## config.mk

```make
export PLATFORM = sky130hd
export DESIGN_NAME = lut_eval_top
export DESIGN_NICKNAME = d
export VERILOG_FILES = /design/src/lut_eval_pkg.sv /design/src/lut_eval_top.sv /design/src/lut_lane_port.sv /design/src/lut_mux_bank.sv /design/src/lut_mux_tree.sv /design/src/lut_rr_arbiter.sv /design/src/lut_table_ram.sv
export VERILOG_INCLUDE_DIRS = /design/src /design/src/include
export SDC_FILE = /design/constraint.sdc
export NUM_CORES = 1
export LEC_CHECK = 0
export BUFFER_PORTS_ARGS = -buffer_cell sky130_fd_sc_hd__buf_2
export CORE_AREA = 2 2 303 365
export DETAILED_ROUTE_END_ITERATION = 6
export DIE_AREA = 0 0 305 367
export PLACE_DENSITY = 0.65
export SETUP_SLACK_MARGIN = 0.4
export SLEW_MARGIN = 20
export SYNTH_ARGS = -nofsm -noshare
export SYNTH_HDL_FRONTEND = slang
export SYNTH_SLANG_ARGS = --single-unit
```

## constraint.sdc

```tcl
create_clock -name clk -period 6.6 [get_ports clk]
set_clock_uncertainty 0.05 [all_clocks]
set_input_delay 0.33 -clock clk [delete_from_list [all_inputs] [get_ports clk]]
set_output_delay 0.33 -clock clk [all_outputs]
set_load 0.03 [all_outputs]
```

## src/include/lut_eval_consts.svh

```systemverilog
`ifndef LUT_EVAL_CONSTS_SVH
`define LUT_EVAL_CONSTS_SVH

// Truth table geometry, one table per 7-input function
`define LUT_ADDR_W  7
`define LUT_TABLE_W 128

// Table store
`define LUT_DEPTH   8
`define LUT_IDX_W   3

// Peer evaluation lanes sharing the table store
`define LUT_LANES   2

`endif

```

## src/lut_eval_pkg.sv

```systemverilog
`include "lut_eval_consts.svh"

package lut_eval_pkg;

    // ~~~~~~~~~~~~~~~~~~~~~~~~~~~~~~~~~~~~~~~~~~~~~~~~~~~~~~~~~~~~~~~~~~~~~~~~~~~~
    // Lane request, one table lookup
    // ~~~~~~~~~~~~~~~~~~~~~~~~~~~~~~~~~~~~~~~~~~~~~~~~~~~~~~~~~~~~~~~~~~~~~~~~~~~~
    typedef struct packed {
        logic                    lane;       // Lane that issued the request
        logic [`LUT_IDX_W-1:0]   table_idx;  // Which stored table to use
        logic [`LUT_ADDR_W-1:0]  addr;       // Input pattern of the function
    } lut_req_t;

    // ~~~~~~~~~~~~~~~~~~~~~~~~~~~~~~~~~~~~~~~~~~~~~~~~~~~~~~~~~~~~~~~~~~~~~~~~~~~~
    // Configuration write of one truth table
    // ~~~~~~~~~~~~~~~~~~~~~~~~~~~~~~~~~~~~~~~~~~~~~~~~~~~~~~~~~~~~~~~~~~~~~~~~~~~~
    typedef struct packed {
        logic                    wr;         // Write strobe
        logic [`LUT_IDX_W-1:0]   idx;
        logic [`LUT_TABLE_W-1:0] data;       // Bit n is the output for pattern n
    } lut_cfg_t;

    // ~~~~~~~~~~~~~~~~~~~~~~~~~~~~~~~~~~~~~~~~~~~~~~~~~~~~~~~~~~~~~~~~~~~~~~~~~~~~
    // Evaluation result, a single cycle pulse
    // ~~~~~~~~~~~~~~~~~~~~~~~~~~~~~~~~~~~~~~~~~~~~~~~~~~~~~~~~~~~~~~~~~~~~~~~~~~~~
    typedef struct packed {
        logic                    valid;
        logic                    lane;       // Lane the bit belongs to
        logic                    value;
    } lut_result_t;

endpackage

```

## src/lut_eval_top.sv

```systemverilog
`timescale 1ns/1ps
`include "lut_eval_consts.svh"

module lut_eval_top (
    input  logic                       clk,
    input  logic                       arst_n,
    input  lut_eval_pkg::lut_cfg_t     cfg,
    input  logic [`LUT_LANES-1:0]      eval,
    input  logic [`LUT_IDX_W-1:0]      table_idx0,
    input  logic [`LUT_IDX_W-1:0]      table_idx1,
    input  logic [`LUT_ADDR_W-1:0]     addr0,
    input  logic [`LUT_ADDR_W-1:0]     addr1,
    output logic [`LUT_LANES-1:0]      busy,
    output lut_eval_pkg::lut_result_t  result
);

    import lut_eval_pkg::*;

    logic [`LUT_IDX_W-1:0]   lane_idx  [`LUT_LANES];
    logic [`LUT_ADDR_W-1:0]  lane_addr [`LUT_LANES];
    lut_req_t                port_req  [`LUT_LANES];
    lut_req_t                lane_req  [`LUT_LANES];
    logic [`LUT_LANES-1:0]   pending;
    logic [`LUT_LANES-1:0]   grant;
    logic                    gnt_valid;
    lut_req_t                gnt_req;
    logic                    rd_valid;
    logic [`LUT_TABLE_W-1:0] rd_word;
    lut_req_t                rd_req_q;

    assign lane_idx[0]  = table_idx0;
    assign lane_idx[1]  = table_idx1;
    assign lane_addr[0] = addr0;
    assign lane_addr[1] = addr1;

    // ~~~~~~~~~~~~~~~~~~~~~~~~~~~~~~~~~~~~~~~~~~~~~~~~~~~~~~~~~~~~~~~~~~~~~~~~~~~~
    // Lane request slots
    // ~~~~~~~~~~~~~~~~~~~~~~~~~~~~~~~~~~~~~~~~~~~~~~~~~~~~~~~~~~~~~~~~~~~~~~~~~~~~
    genvar g;
    generate
        for (g = 0; g < `LUT_LANES; g++)
        begin : gen_lane
            lut_lane_port i_port (
                .clk       (clk),
                .arst_n    (arst_n),
                .eval      (eval[g]),
                .table_idx (lane_idx[g]),
                .addr      (lane_addr[g]),
                .grant     (grant[g]),
                .pending   (pending[g]),
                .busy      (busy[g]),
                .req       (port_req[g])
            );

            // Lane tag comes from the slot position
            assign lane_req[g] = '{lane:      1'(g),
                                   table_idx: port_req[g].table_idx,
                                   addr:      port_req[g].addr};
        end
    endgenerate

    lut_rr_arbiter i_arb (
        .clk       (clk),
        .arst_n    (arst_n),
        .pending   (pending),
        .req0      (lane_req[0]),
        .req1      (lane_req[1]),
        .grant     (grant),
        .gnt_valid (gnt_valid),
        .gnt_req   (gnt_req)
    );

    lut_table_ram i_ram (
        .clk      (clk),
        .arst_n   (arst_n),
        .cfg      (cfg),
        .rd_en    (gnt_valid),
        .rd_req   (gnt_req),
        .rd_valid (rd_valid),
        .rd_word  (rd_word),
        .rd_req_q (rd_req_q)
    );

    lut_mux_bank i_bank (
        .clk      (clk),
        .arst_n   (arst_n),
        .in_valid (rd_valid),
        .in_word  (rd_word),
        .in_req   (rd_req_q),
        .result   (result)
    );

endmodule

```

## src/lut_lane_port.sv

```systemverilog
`timescale 1ns/1ps
`include "lut_eval_consts.svh"

module lut_lane_port (
    input  logic                     clk,
    input  logic                     arst_n,
    input  logic                     eval,
    input  logic [`LUT_IDX_W-1:0]    table_idx,
    input  logic [`LUT_ADDR_W-1:0]   addr,
    input  logic                     grant,
    output logic                     pending,
    output logic                     busy,
    output lut_eval_pkg::lut_req_t   req
);

    logic [`LUT_IDX_W-1:0]  idx_q;
    logic [`LUT_ADDR_W-1:0] addr_q;

    // One request slot, freed on the edge that ends its grant cycle
    always_ff @(posedge clk or negedge arst_n)
    begin
        if (!arst_n)
        begin
            pending <= 1'b0;
        end
        else if (grant)
        begin
            pending <= 1'b0;
        end
        else if (eval && !pending)
        begin
            pending <= 1'b1;
        end
    end

    always_ff @(posedge clk)
    begin
        if (eval && !pending)
        begin
            idx_q  <= table_idx;
            addr_q <= addr;
        end
    end

    assign busy          = pending;  // A strobe while busy is dropped
    assign req.lane      = 1'b0;     // Stamped with the lane number in the top level
    assign req.table_idx = idx_q;
    assign req.addr      = addr_q;

endmodule

```

## src/lut_mux_bank.sv

```systemverilog
`timescale 1ns/1ps
`include "lut_eval_consts.svh"

module lut_mux_bank (
    input  logic                       clk,
    input  logic                       arst_n,
    input  logic                       in_valid,
    input  logic [`LUT_TABLE_W-1:0]    in_word,
    input  lut_eval_pkg::lut_req_t     in_req,
    output lut_eval_pkg::lut_result_t  result
);

    logic [`LUT_LANES-1:0] tree_value;
    logic                  valid_q;
    logic                  tag_q;

    // ~~~~~~~~~~~~~~~~~~~~~~~~~~~~~~~~~~~~~~~~~~~~~~~~~~~~~~~~~~~~~~~~~~~~~~~~~~~~
    // One tree per lane, so back to back results of both lanes do not collide
    // ~~~~~~~~~~~~~~~~~~~~~~~~~~~~~~~~~~~~~~~~~~~~~~~~~~~~~~~~~~~~~~~~~~~~~~~~~~~~
    genvar g;
    generate
        for (g = 0; g < `LUT_LANES; g++)
        begin : gen_tree
            lut_mux_tree i_tree (
                .clk        (clk),
                .table_word (in_word),
                .addr       (in_req.addr),
                .load       (in_valid && (in_req.lane == 1'(g))),
                .value      (tree_value[g])
            );
        end
    endgenerate

    always_ff @(posedge clk or negedge arst_n)
    begin
        if (!arst_n)
        begin
            valid_q <= 1'b0;
        end
        else
        begin
            valid_q <= in_valid;
        end
    end

    always_ff @(posedge clk)
    begin
        if (in_valid)
        begin
            tag_q <= in_req.lane;
        end
    end

    assign result.valid = valid_q;  // Pulse, no back-pressure
    assign result.lane  = tag_q;
    assign result.value = tree_value[tag_q];

endmodule

```

## src/lut_mux_tree.sv

```systemverilog
`timescale 1ns/1ps
`include "lut_eval_consts.svh"

module lut_mux_tree (
    input  logic                     clk,
    input  logic [`LUT_TABLE_W-1:0]  table_word,
    input  logic [`LUT_ADDR_W-1:0]   addr,
    input  logic                     load,
    output logic                     value
);

    // All tree nodes in one vector, level 0 (the leaves) at the bottom,
    // each level above it half as wide, the root in the top bit
    localparam int NODES = 2 * `LUT_TABLE_W - 1;

    logic [`LUT_TABLE_W-1:0] leaf_q;
    logic [`LUT_ADDR_W-1:0]  sel_q;
    logic [NODES-1:0]        node;

    // Select is held with the leaves so a later load cannot skew them
    always_ff @(posedge clk)
    begin
        if (load)
        begin
            leaf_q <= table_word;
            sel_q  <= addr;
        end
    end

    assign node[`LUT_TABLE_W-1:0] = leaf_q;

    // ~~~~~~~~~~~~~~~~~~~~~~~~~~~~~~~~~~~~~~~~~~~~~~~~~~~~~~~~~~~~~~~~~~~~~~~~~~~~
    // Reduction, select bit l picks between neighbours at level l
    // ~~~~~~~~~~~~~~~~~~~~~~~~~~~~~~~~~~~~~~~~~~~~~~~~~~~~~~~~~~~~~~~~~~~~~~~~~~~~
    genvar l;
    genvar k;
    generate
        for (l = 0; l < `LUT_ADDR_W; l++)
        begin : gen_level
            localparam int OFF_IN  = (2 * `LUT_TABLE_W) - ((2 * `LUT_TABLE_W) >> l);
            localparam int OFF_OUT = (2 * `LUT_TABLE_W) - ((2 * `LUT_TABLE_W) >> (l + 1));
            localparam int N_OUT   = `LUT_TABLE_W >> (l + 1);

            for (k = 0; k < N_OUT; k++)
            begin : gen_mux
                assign node[OFF_OUT + k] = sel_q[l] ? node[OFF_IN + 2 * k + 1]
                                                    : node[OFF_IN + 2 * k];
            end
        end
    endgenerate

    assign value = node[NODES-1];  // Root of the tree

endmodule

```

## src/lut_rr_arbiter.sv

```systemverilog
`timescale 1ns/1ps
`include "lut_eval_consts.svh"

module lut_rr_arbiter (
    input  logic                     clk,
    input  logic                     arst_n,
    input  logic [`LUT_LANES-1:0]    pending,
    input  lut_eval_pkg::lut_req_t   req0,
    input  lut_eval_pkg::lut_req_t   req1,
    output logic [`LUT_LANES-1:0]    grant,
    output logic                     gnt_valid,
    output lut_eval_pkg::lut_req_t   gnt_req
);

    logic prio;  // Lane that wins when both are pending

    always_comb
    begin
        grant = '0;
        if (pending[0] && (!pending[1] || !prio))
        begin
            grant[0] = 1'b1;
        end
        else if (pending[1])
        begin
            grant[1] = 1'b1;
        end
    end

    assign gnt_valid = |grant;
    assign gnt_req   = grant[1] ? req1 : req0;

    // The lane just served drops to the back
    always_ff @(posedge clk or negedge arst_n)
    begin
        if (!arst_n)
        begin
            prio <= 1'b0;
        end
        else if (gnt_valid)
        begin
            prio <= grant[0];
        end
    end

endmodule

```

## src/lut_table_ram.sv

```systemverilog
`timescale 1ns/1ps
`include "lut_eval_consts.svh"

module lut_table_ram (
    input  logic                     clk,
    input  logic                     arst_n,
    input  lut_eval_pkg::lut_cfg_t   cfg,
    input  logic                     rd_en,
    input  lut_eval_pkg::lut_req_t   rd_req,
    output logic                     rd_valid,
    output logic [`LUT_TABLE_W-1:0]  rd_word,
    output lut_eval_pkg::lut_req_t   rd_req_q
);

    logic [`LUT_TABLE_W-1:0] mem [`LUT_DEPTH];

    always_ff @(posedge clk)
    begin
        if (cfg.wr)
        begin
            mem[cfg.idx] <= cfg.data;
        end
    end

    // A write and a read of the same entry in one cycle returns the old word
    always_ff @(posedge clk)
    begin
        if (rd_en)
        begin
            rd_word  <= mem[rd_req.table_idx];
            rd_req_q <= rd_req;  // Tag and pattern travel with the word
        end
    end

    always_ff @(posedge clk or negedge arst_n)
    begin
        if (!arst_n)
        begin
            rd_valid <= 1'b0;
        end
        else
        begin
            rd_valid <= rd_en;
        end
    end

endmodule

```

==> results of run 1 <==
[cells in the mapped netlist (all sizes together), types with 7 or more instances]
cell and count:
nor2b 22, inv 8, nand3 10, a22oi 15, nand2 36, mux2 132, clkbuf 24, mux2i 26
nor3 7, edfxtp 1451, nor2 14, a21oi 10, buf 77, mux4 306
[layout make-up]
| class | instances | area (um2) |
|---|---|---|
| diodes | 4 | 10.0 |
| clock buffers | 177 | 3680 |
| clock inverters | 67 | 567 |
| fillers | 7713 | 46500 |
| inverters | 9 | 33.8 |
| multi-input cells | 627 | 9700 |
| flip-flops and latches | 1456 | 43700 |
| well taps | 1417 | 1770 |
| repair buffers | 342 | 2700 |
[state kept, by name (all words and copies together), names as in the netlist]
signal and cells:
i_ram.mem 1024, i_bank.gen_tree.i_tree.leaf_q 256, i_ram.rd_word 128, gen_lane.i_port.addr_q 14, i_bank.gen_tree.i_tree.sel_q 14, i_ram.rd_req_q 8, gen_lane.i_port.idx_q 6, gen_lane.i_port.busy 2
i_arb.prio 1, i_bank.tag_q 1, i_bank.valid_q 1, i_ram.rd_valid 1
[power by group]
| group | switching [mW] | total [mW] | internal [mW] |
|---|---|---|---|
| clock network | 3.31 | 7.47 | 4.17 |
| logic | 1.83 | 3.48 | 1.65 |
| registers | 0.754 | 12.6 | 11.9 |
| total | 5.89 | 23.6 | 17.7 |
[routing by layer]
layer | share of wire | vias up | routed length, um
li1 | - | 10091 | -
met1 | 0.42 | 12643 | 46100
met2 | 0.50 | 755 | 55900
met3 | 0.061 | 154 | 6730
met4 | 0.020 | 8 | 2230
met5 | 0.00037 | - | 41
[worst register-to-register path: stages (launching register included)]
cell and delay [ns]:
dfrtp_1 0.47, inv_2 0.06, o21ai_2 0.68, mux2i_4 0.41
buf_4 0.55, buf_4 0.71, mux4_2 0.47, mux2_2 0.27
[kinds of logic (layout without fill, tap and decap cells)]
family	count (synthesis)	in the layout
multiplexers	464	464
AO/OA/AOI/OAI	56	56
buffers and inverters	110	595
AND/OR/NAND/NOR	107	107
other	0	4
flip-flops	1456	1456
[placed cells by master, fill, tap and decap left out, types with 17 or more instances in the layout]
master | netlist | final
nand2_1 | 36 | 36
edfxtp_1 | 1451 | 1451
clkbuf_1 | 24 | 35
clkbuf_16 | 0 | 142
buf_4 | 18 | 18
mux2_2 | 132 | 132
nor2b_1 | 22 | 19
mux4_2 | 306 | 306
clkinv_1 | 1 | 27
clkinv_2 | 0 | 17
dlygate4sd3_1 | 0 | 150
mux2i_1 | 26 | 23
buf_2 | 57 | 160
[worst max path at each step]
stage	start	to	slack, ns	cells past startpoint
after global placement	i_bank.gen_tree[0].i_tree.sel_q[1]	result[0]	2.63	8
after floorplan	cfg[130]	i_ram.mem[1][0]	0.07	2
after detailed placement	i_bank.gen_tree[0].i_tree.sel_q[1]	result[0]	2.60	8
after CTS	i_bank.gen_tree[0].i_tree.sel_q[1]	result[0]	1.72	8
after global routing	i_bank.gen_tree[0].i_tree.sel_q[1]	result[0]	1.67	8
final	i_bank.gen_tree[0].i_tree.sel_q[1]	result[0]	1.76	8
==> flow_summary.toml, run 1 <==
[routing]
dr_total_vias = 23651
wirelength_mm = 111
drc = 0
drtIter0Drc = 2475
dr.pass1.iters = 5
ant_nets = 0
via_per_inst = 5.77
wl_per_cell_um = 27.1

[critical_path]
slowest_stage = "edfxtp_1"
required_ns = 6.22
worstReg2RegStart = "gen_lane[0].i_port.busy"
reg2reg_slack_ns = 2.68
critPathTopFamily = "compound AO/OA/AOI/OAI gates"
crit_type = "reg2out"
slowest_delay_ns = 1.07
crit_fanout = 20
start_kind = "flop"
worstReg2RegEnd = "i_ram.rd_word[38]"
crit_path_end_kind = "output port"
reg2reg_depth = 7
crit_path_cell_trace = "buf_4 -> mux4_2 -> nand2_1 -> a32oi_1 -> a311oi_1 -> a22o_1 -> a211oi_1 -> buf_2"
worst-endpoint-arrival_ns = 4.46
path_buf_inv = 2

[floorplan]
pin_count = 161
start_util = 0.495
die_w_um = 305
dieArea_um2 = 112000
core-area_um2 = 109000
rows = 133
die_h_um = 367

[place]
dpl_cell_area_um2 = 56400
place_ws_ns = 2.60
dpl.cell_count = 3701
dp.final_hpwl_mm = 59.4
portBuffers = 160
place.gp.congestion = 0.835

[synthesis]
synth_compound_area_frac = 0.00765
synthesis.nets = 2349
synth-adder-area-share = 0
synthXorXnorAreaFrac = 0
synth-simple-area-share = 0.00985
synthDominantCellAreaShare = 0.809
muxShareOfSynthArea = 0.160
ys_seq_area_frac = 0.812
netlist_instances = 2193
synth-seq-cells = 1456
synth_edf_count = 1451
yosys_most_used_dff = "edfxtp_1"
synth_warnings = 0
synth_cell_types = 46
syn_area_per_cell_um2 = 24.5
synthTopCellsByArea = "edfxtp_1 (81%), mux4_2 (13%), mux2_2 (2.8%), buf_2 (0.53%), mux2i_1 (0.48%)"
synth_top_family_by_area = "multiplexers"
yosysTopAreaCell = "edfxtp_1"
ys_async_sr_fraction = 0.00343
syn_area_um2 = 53800

[global_route]
grt-ovfl-total = 0
grt_pass1_vias = 25281
grtUsageMet2 = 0.334
grt_max_degree = 129
grt_pass1_wl_mm = 166
grt.total_usage = 0.203
met1_usage = 0.278
met3_usage = 0.0405
top_usage_layer = "met2"
antenna_found_initial = 8

[clock_network]
ctsHtreeMaxLevel = 4
cts-root-buf = "clkbuf_16"
clkTransAtPathRegs_ns = 0.07
cts_tree = "built"
cts_buffer_depth = 3
cts-buffers-inserted = 139
cts_hold_buf = 150
cts_resized = 0
clkLatencyLatePin_ns = 0.77
cts.sinks = 1456
post_cts_buffers = 0

[sta]
fin_ws_ns = 1.76
grt_setup_unrepaired = "no"
finalCritPeriodShare = 0.734
finalMaxSlewViolations = 0
final-setup-viol-count = 0
hold_viol = 0
final.setup.tns_ns = 0
timing.fmax_mhz = 206
relSlewSlack = 0.250
period_minus_slack_ns = 4.84
tightest_slew_ns = 1.12
finalHoldWorstSlack_ns = 0.0672

[worst_hold_path]
min_from = "eval[0]"
hold_class = "in2reg"
hold_end = "gen_lane[0].i_port.addr_q[4]"
min_path_cells = 2

[job]
cap_viol_max_count = 0

[pwr]
power.total_mw = 23.6
power.leakage_nw = 20.0
powerDensity_nw_per_um2 = 379
vdd_drop_max_uv = 321

[cells_and_area]
finalNonFillerCells = 4099
final_util = 0.572
finalInstanceArea_um2 = 62200
drive_above_1_share = 0.311
fin_nets = 2731
syn2layout_area_growth_pct = 15.5

[status]
outcome = "complete, no violations"
Power figures use the tool's default switching activity.
==> run 2, diff against run 1 <==
--- a/config.mk
+++ b/config.mk
@@ -10,7 +10,7 @@
 export CORE_AREA = 2 2 303 365
 export DETAILED_ROUTE_END_ITERATION = 6
 export DIE_AREA = 0 0 305 367
-export PLACE_DENSITY = 0.65
+export PLACE_DENSITY = 0.63
 export SETUP_SLACK_MARGIN = 0.4
 export SLEW_MARGIN = 20
 export SYNTH_ARGS = -nofsm -noshare
==> constraint.sdc (replaced) <==
create_clock -name clk -period 4.9 [get_ports clk]
set_clock_uncertainty 0.05 [all_clocks]
set_input_delay 0.245 -clock clk [delete_from_list [all_inputs] [get_ports clk]]
set_output_delay 0.245 -clock clk [all_outputs]
set_load 0.03 [all_outputs]
==> run 2 against run 1 <==
Against the previous run: setup slack got worse by 1.1 ns; sequential share of layout area fell by 0.45 points; critical endpoint unchanged; global-route usage fell by 0.24 points; cell area rose by 0.64%; core utilization rose by 0.37 points; highest routed layer unchanged; critical path depth fell by 1; first-iteration DRC count fell by 7.6%; power rose by 36%; cell count rose by 0.66%; via count rose by 0.46%; non-clock buffer count rose by 13; worst hold slack improved by 0.073 ns.
==> flow_summary.toml, run 2 (same netlist as run 1, synthesis figures left out) <==
[sta]
relSlewSlack = 0.301
grt_setup_unrepaired = "no"
timing.fmax_mhz = 234
hold_viol = 0
period_minus_slack_ns = 4.27
finalMaxSlewViolations = 0
finalHoldWorstSlack_ns = 0.140
final-setup-viol-count = 0
finalCritPeriodShare = 0.872
tightest_slew_ns = 1.05

[clock_network]
cts-buffers-inserted = 143
cts.sinks = 1456
clkLatencyLatePin_ns = 0.75
clkTransAtPathRegs_ns = 0.06
cts_buffer_depth = 3
ctsHtreeMaxLevel = 4
cts_tree = "built"
cts-root-buf = "clkbuf_16"

[pwr]
combPwrFrac = 0.148
power.total_mw = 32.1
internal_power_mw = 24.2
switching_share = 0.246
p_clk_frac = 0.323
power.leakage_nw = 20.2
seq_power_share = 0.530
vdd_drop_max_uv = 349
powerDensity_nw_per_um2 = 514
p_switching_mw = 7.92

[critical_path]
crit_path_end_kind = "output port"
slowest_delay_ns = 0.90
critPathTopFamily = "compound AO/OA/AOI/OAI gates"
worst-endpoint-arrival_ns = 3.98
crit_fanout = 22
crit_path_cell_trace = "buf_4 -> mux4_2 -> a22oi_1 -> a21oi_1 -> mux2i_1 -> a211oi_1 -> buf_2"
slowest_stage = "edfxtp_1"
path_buf_inv = 2
start_kind = "flop"
crit_type = "reg2out"
required_ns = 4.61

[floorplan]
core-area_um2 = 109000
pin_count = 161
start_util = 0.495
die_h_um = 367
die_w_um = 305
rows = 133
dieArea_um2 = 112000

[routing]
wl_per_cell_um = 26.7
dr.pass1.iters = 6
dr_wl_met3_mm = 6.25
drtIter0Drc = 2288
dr_total_vias = 23760
wirelength_mm = 110
met2_length_mm = 55.7
ant_nets = 0
via_per_inst = 5.76
met1_length_mm = 46.1
top_layer = "met5"
drc = 0

[cells_and_area]
seqCellArea_um2 = 43700
top_regs = "i_ram.mem x1024, i_bank.gen_tree.i_tree.leaf_q x256, i_ram.rd_word x128"
largest_register_ffs = 1024
most-common-layout-cells = "edfxtp_1 (1451), mux4_2 (306), buf_2 (160), dlygate4sd3_1 (152), clkbuf_16 (149)"
largest_register = "i_ram.mem"
multi_input_area_um2 = 9700
fillers = 7720
fin_nets = 2748
final_common_cell = "edfxtp_1"
finalInstanceArea_um2 = 62600
drive_above_1_share = 0.316
syn2layout_area_growth_pct = 16.2

[place]
dpl_cell_area_um2 = 56600
dp.final_hpwl_mm = 61.0
portBuffers = 160
place.gp.congestion = 0.917

[job]
cap_viol_max_count = 0

[global_route]
grt-ovfl-total = 0
grt_max_degree = 129
grt_pass1_vias = 25082
antenna_found_initial = 11
grt.total_usage = 0.200
grt_pass1_wl_mm = 164

[status]
outcome = "complete, no violations"

[worst_hold_path]
hold_class = "in2reg"
run 2: changes by cell type in the layout (fill, tap and decap cells not counted), moves of 3 or more:
| cell | before | now |
|---|---|---|
| clkinv_2 | 17 | 22 |
| buf_4 | 18 | 22 |
| diode_2 | 4 | 8 |
| clkbuf_1 | 35 | 42 |
| clkinv_1 | 27 | 20 |
| clkbuf_16 | 142 | 149 |
| buf_12 | 12 | 21 |
| clkinv_8 | 7 | 4 |
run 2: tightest hold or removal path, delay by kind of cell:
kind                   cells  cell delay (ns)
AND/OR/NAND/NOR            2             0.35
buffers and inverters      1             0.15
run 2: power groups by stage:
stage / combinational [mW] / clock (mW) / sequential (mW)
3_5_place_dp: 4.70 / 0 / 17.2
4_1_cts: 4.85 / 10.6 / 17.0
5_1_grt: 5.11 / 11.1 / 17.2
6_report: 4.75 / 10.4 / 17.0
2_1_floorplan: 3.50 / 0 / 16.6
3_3_place_gp: 4.62 / 0 / 17.3
run 2: final cells by class:
cell class	count	area share
clock buffers	191	0.0621
clock inverters	63	0.00876
repair buffers	355	0.0465
flip-flops and latches	1456	0.698
inverters	9	0.000540
multi-input cells	627	0.155
diodes	8	0.000320
well taps	1417	0.0283
run 2: worst paths after layout:
| kind | startpoint | depth (start not counted) | endpoint | slack [ns] |
|---|---|---|---|---|
| max | i_bank.gen_tree[1].i_tree.sel_q[1] | 7 | result[0] | 0.63 |
| max in group asynchronous | arst_n | 3 | gen_lane[1].i_port.busy | 4.24 |
| min reg2reg | i_ram.rd_word[117] | 0 | i_bank.gen_tree[0].i_tree.leaf_q[117] | 0.39 |
| min in group asynchronous | arst_n | 3 | i_ram.rd_valid | 0.38 |
| min | cfg[128] | 3 | i_ram.mem[5][71] | 0.14 |
| max reg2reg | gen_lane[0].i_port.busy | 7 | i_ram.rd_word[20] | 1.66 |
run 2: repair_timing:
action,4_1_cts,5_1_grt
resized for setup,0,0
endpoints found under the setup margin,0,0
buffers inserted,0,0
endpoints found under the hold margin,1049,20
hold buffers,150,2
run 2: metal layers:
layer / track usage / vias up
met4: 0.0534 / 6
met5: 0 / -
met3: 0.0396 / 147
met2: 0.329 / 763
li1: - / 10135
met1: 0.277 / 12709
run 2: per-stage QoR:
stage	setup TNS [ns]	instances	setup slack [ns]	util
global placement	0	3712	1.43	0.521
finish	0	4126	0.626	0.576
global route	0	4125	0.530	0.576
CTS	0	4116	0.544	0.575
floorplan	-533.03	2193	-1.54	-
detailed placement	0	3712	1.40	0.521
==> run 3, diff against run 2 <==
--- a/config.mk
+++ b/config.mk
@@ -7,12 +7,13 @@
 export NUM_CORES = 1
 export LEC_CHECK = 0
 export BUFFER_PORTS_ARGS = -buffer_cell sky130_fd_sc_hd__buf_2
-export CORE_AREA = 2 2 303 365
+export CORE_AREA = 2 2 305 368
 export DETAILED_ROUTE_END_ITERATION = 6
-export DIE_AREA = 0 0 305 367
+export DIE_AREA = 0 0 307 370
 export PLACE_DENSITY = 0.63
 export SETUP_SLACK_MARGIN = 0.4
 export SLEW_MARGIN = 20
 export SYNTH_ARGS = -nofsm -noshare
 export SYNTH_HDL_FRONTEND = slang
+export SYNTH_HIERARCHICAL = 1
 export SYNTH_SLANG_ARGS = --single-unit
==> run 3 against run 2 <==
Against the previous run: critical path depth increased by 1; non-clock buffer count increased by 9; sequential share of layout area down 0.68 points; cell count down 1.1%; via count is 1.8% lower; power rose by 14%; global-route usage down 0.47 points; worst hold slack worse by 0.027 ns; clock-buffer cell count is 18 lower; sequential power increased by 7%; cell area rose by 0.99%; routed wire length is 0.92% lower; critical path type unchanged; largest cell class unchanged.
==> flow_summary.toml, run 3 <==
[clock_network]
post_cts_buffers = 0
clkTransAtPathRegs_ns = 0.06
cts-buffers-inserted = 141
cts.sinks = 1456
cts_tree = "built"
ctsHtreeMaxLevel = 4
clkLatencyLatePin_ns = 0.75
cts_buffer_depth = 3
cts-root-buf = "clkbuf_16"

[floorplan]
die_h_um = 370
core-area_um2 = 110000
dieArea_um2 = 114000
start_util = 0.494
pin_count = 161
die_w_um = 307
rows = 134

[cells_and_area]
seqCellArea_um2 = 43700
syn2layout_area_growth_pct = 15.9
largest_register_ffs = 1024
drive_above_1_share = 0.302
largest_register = "i_ram/mem"
finalNonFillerCells = 4082
final_common_cell = "edfxtp_1"
final_util = 0.573
top_regs = "i_ram/mem x1024, i_bank/gen_tree.i_tree/leaf_q x256, i_ram/rd_word x128"
multi_input_area_um2 = 10100
most-common-layout-cells = "edfxtp_1 (1451), mux4_2 (234), buf_2 (160), dlygate4sd3_1 (154), clkbuf_16 (147)"
fillers = 7867
fin_nets = 2699
finalInstanceArea_um2 = 63200

[sta]
finalHoldWorstSlack_ns = 0.113
hold_viol = 0
finalCritPeriodShare = 0.823
relSlewSlack = 0.359
final-setup-viol-count = 0
finalMaxSlewViolations = 0
timing.fmax_mhz = 248
tightest_slew_ns = 0.960
grt_setup_unrepaired = "no"
period_minus_slack_ns = 4.03

[routing]
drtIter0Drc = 2062
dr.pass1.iters = 7
via_per_inst = 5.72
drc = 0
wirelength_mm = 109
ant_nets = 0
wl_per_cell_um = 26.7
dr_total_vias = 23335

[global_route]
grt-ovfl-total = 0
grt_pass1_wl_mm = 162
grt.total_usage = 0.196
grt_max_degree = 90
grt_pass1_vias = 24836
antenna_found_initial = 14

[synthesis]
synth_warnings = 6
synthesis.nets = 2290
netlist_instances = 2134
syn_area_per_cell_um2 = 25.6
syn_area_um2 = 54500

[critical_path]
crit_fanout = 10
path_buf_inv = 2
critPathTopFamily = "multiplexers"
crit_type = "reg2out"
slowest_stage = "edfxtp_1"
worst-endpoint-arrival_ns = 3.74
slowest_delay_ns = 0.74
crit_path_cell_trace = "buf_4 -> mux4_1 -> mux4_2 -> o211ai_2 -> a21o_1 -> nand4_1 -> mux2_4 -> buf_2"
start_kind = "flop"
crit_cells = 8
crit_path_end_kind = "output port"
reg2reg_depth = 6
required_ns = 4.61

[job]
cap_viol_max_count = 0

[place]
dpl_cell_area_um2 = 57000
dp.final_hpwl_mm = 61.1
place.gp.congestion = 0.762
portBuffers = 160
dpl.cell_count = 3673

[worst_hold_path]
hold_class = "in2reg"
min_path_cells = 3

[pwr]
power.leakage_nw = 20.7
vdd_drop_max_uv = 403
powerDensity_nw_per_um2 = 582

[status]
outcome = "complete, no violations"
-- run 3: through the flow --
step / power (mW) / worst slack, ns / TNS, ns
final: 36.8 / 0.869 / 0
after global routing: 38.3 / 0.653 / 0
after CTS: 37.3 / 0.742 / 0
after detailed placement: 26.4 / 1.55 / 0
after global placement: 26.2 / 1.56 / 0
after floorplan: 23.9 / -1.54 / -533.03
-- run 3: per-layer routing --
metal  track usage  part of all wire
met3        0.0355             0.051
met2         0.332              0.51
met1         0.263              0.41
met5             0           0.00093
met4        0.0554             0.020
-- run 3: path summary, 6_finish.rpt --
check	startpoint	end	slack (ns)
worst max-delay path	i_bank/gen_tree[1].i_tree/sel_q[0]	result[0]	0.87
worst max register to register	gen_lane[0].i_port/busy	i_ram/rd_word[70]	1.71
worst min register to register	i_ram/rd_word[15]	i_bank/gen_tree[1].i_tree/leaf_q[15]	0.40
min in group asynchronous	arst_n	i_bank/valid_q	0.38
max in group asynchronous	arst_n	gen_lane[0].i_port/busy	4.23
worst min-delay path	cfg[129]	i_ram/mem[4][31]	0.11
-- run 3: area by class of cell --
| class | instances | area share |
|---|---|---|
| multi-input combinational | 578 | 0.159 |
| inverter | 2 | 0.000119 |
| clock buffer | 173 | 0.0598 |
| clock inverter | 76 | 0.0127 |
| tap | 1428 | 0.0283 |
| sequential | 1456 | 0.692 |
| antenna | 5 | 0.000198 |
| timing repair buffer | 364 | 0.0482 |
-- run 3: report_power, final --
part           switching [mW]  leakage, nW  total, mW  internal (mW)
Combinational            3.99         4.96       7.91           3.93
Clock                    4.44         2.23       10.7           6.27
Sequential               1.28         13.5       18.2           16.9
Total                    9.71         20.7       36.8           27.1
-- run 3: timing repair --
| item | CTS | global route |
|---|---|---|
| endpoints found under the setup margin | 0 | 0 |
| hold endpoints to repair | 1061 | 0 |
| resized for setup | 0 | 0 |
| hold buffers | 154 | 0 |
-- run 3: worst register-to-register path, stage by stage (launching register included) --
cell	delay [ns]
dfrtp_1	0.45
nand2b_4	0.12
nand2_4	0.15
mux2_8	0.75
buf_12	0.50
mux4_1	0.65
mux2_2	0.28
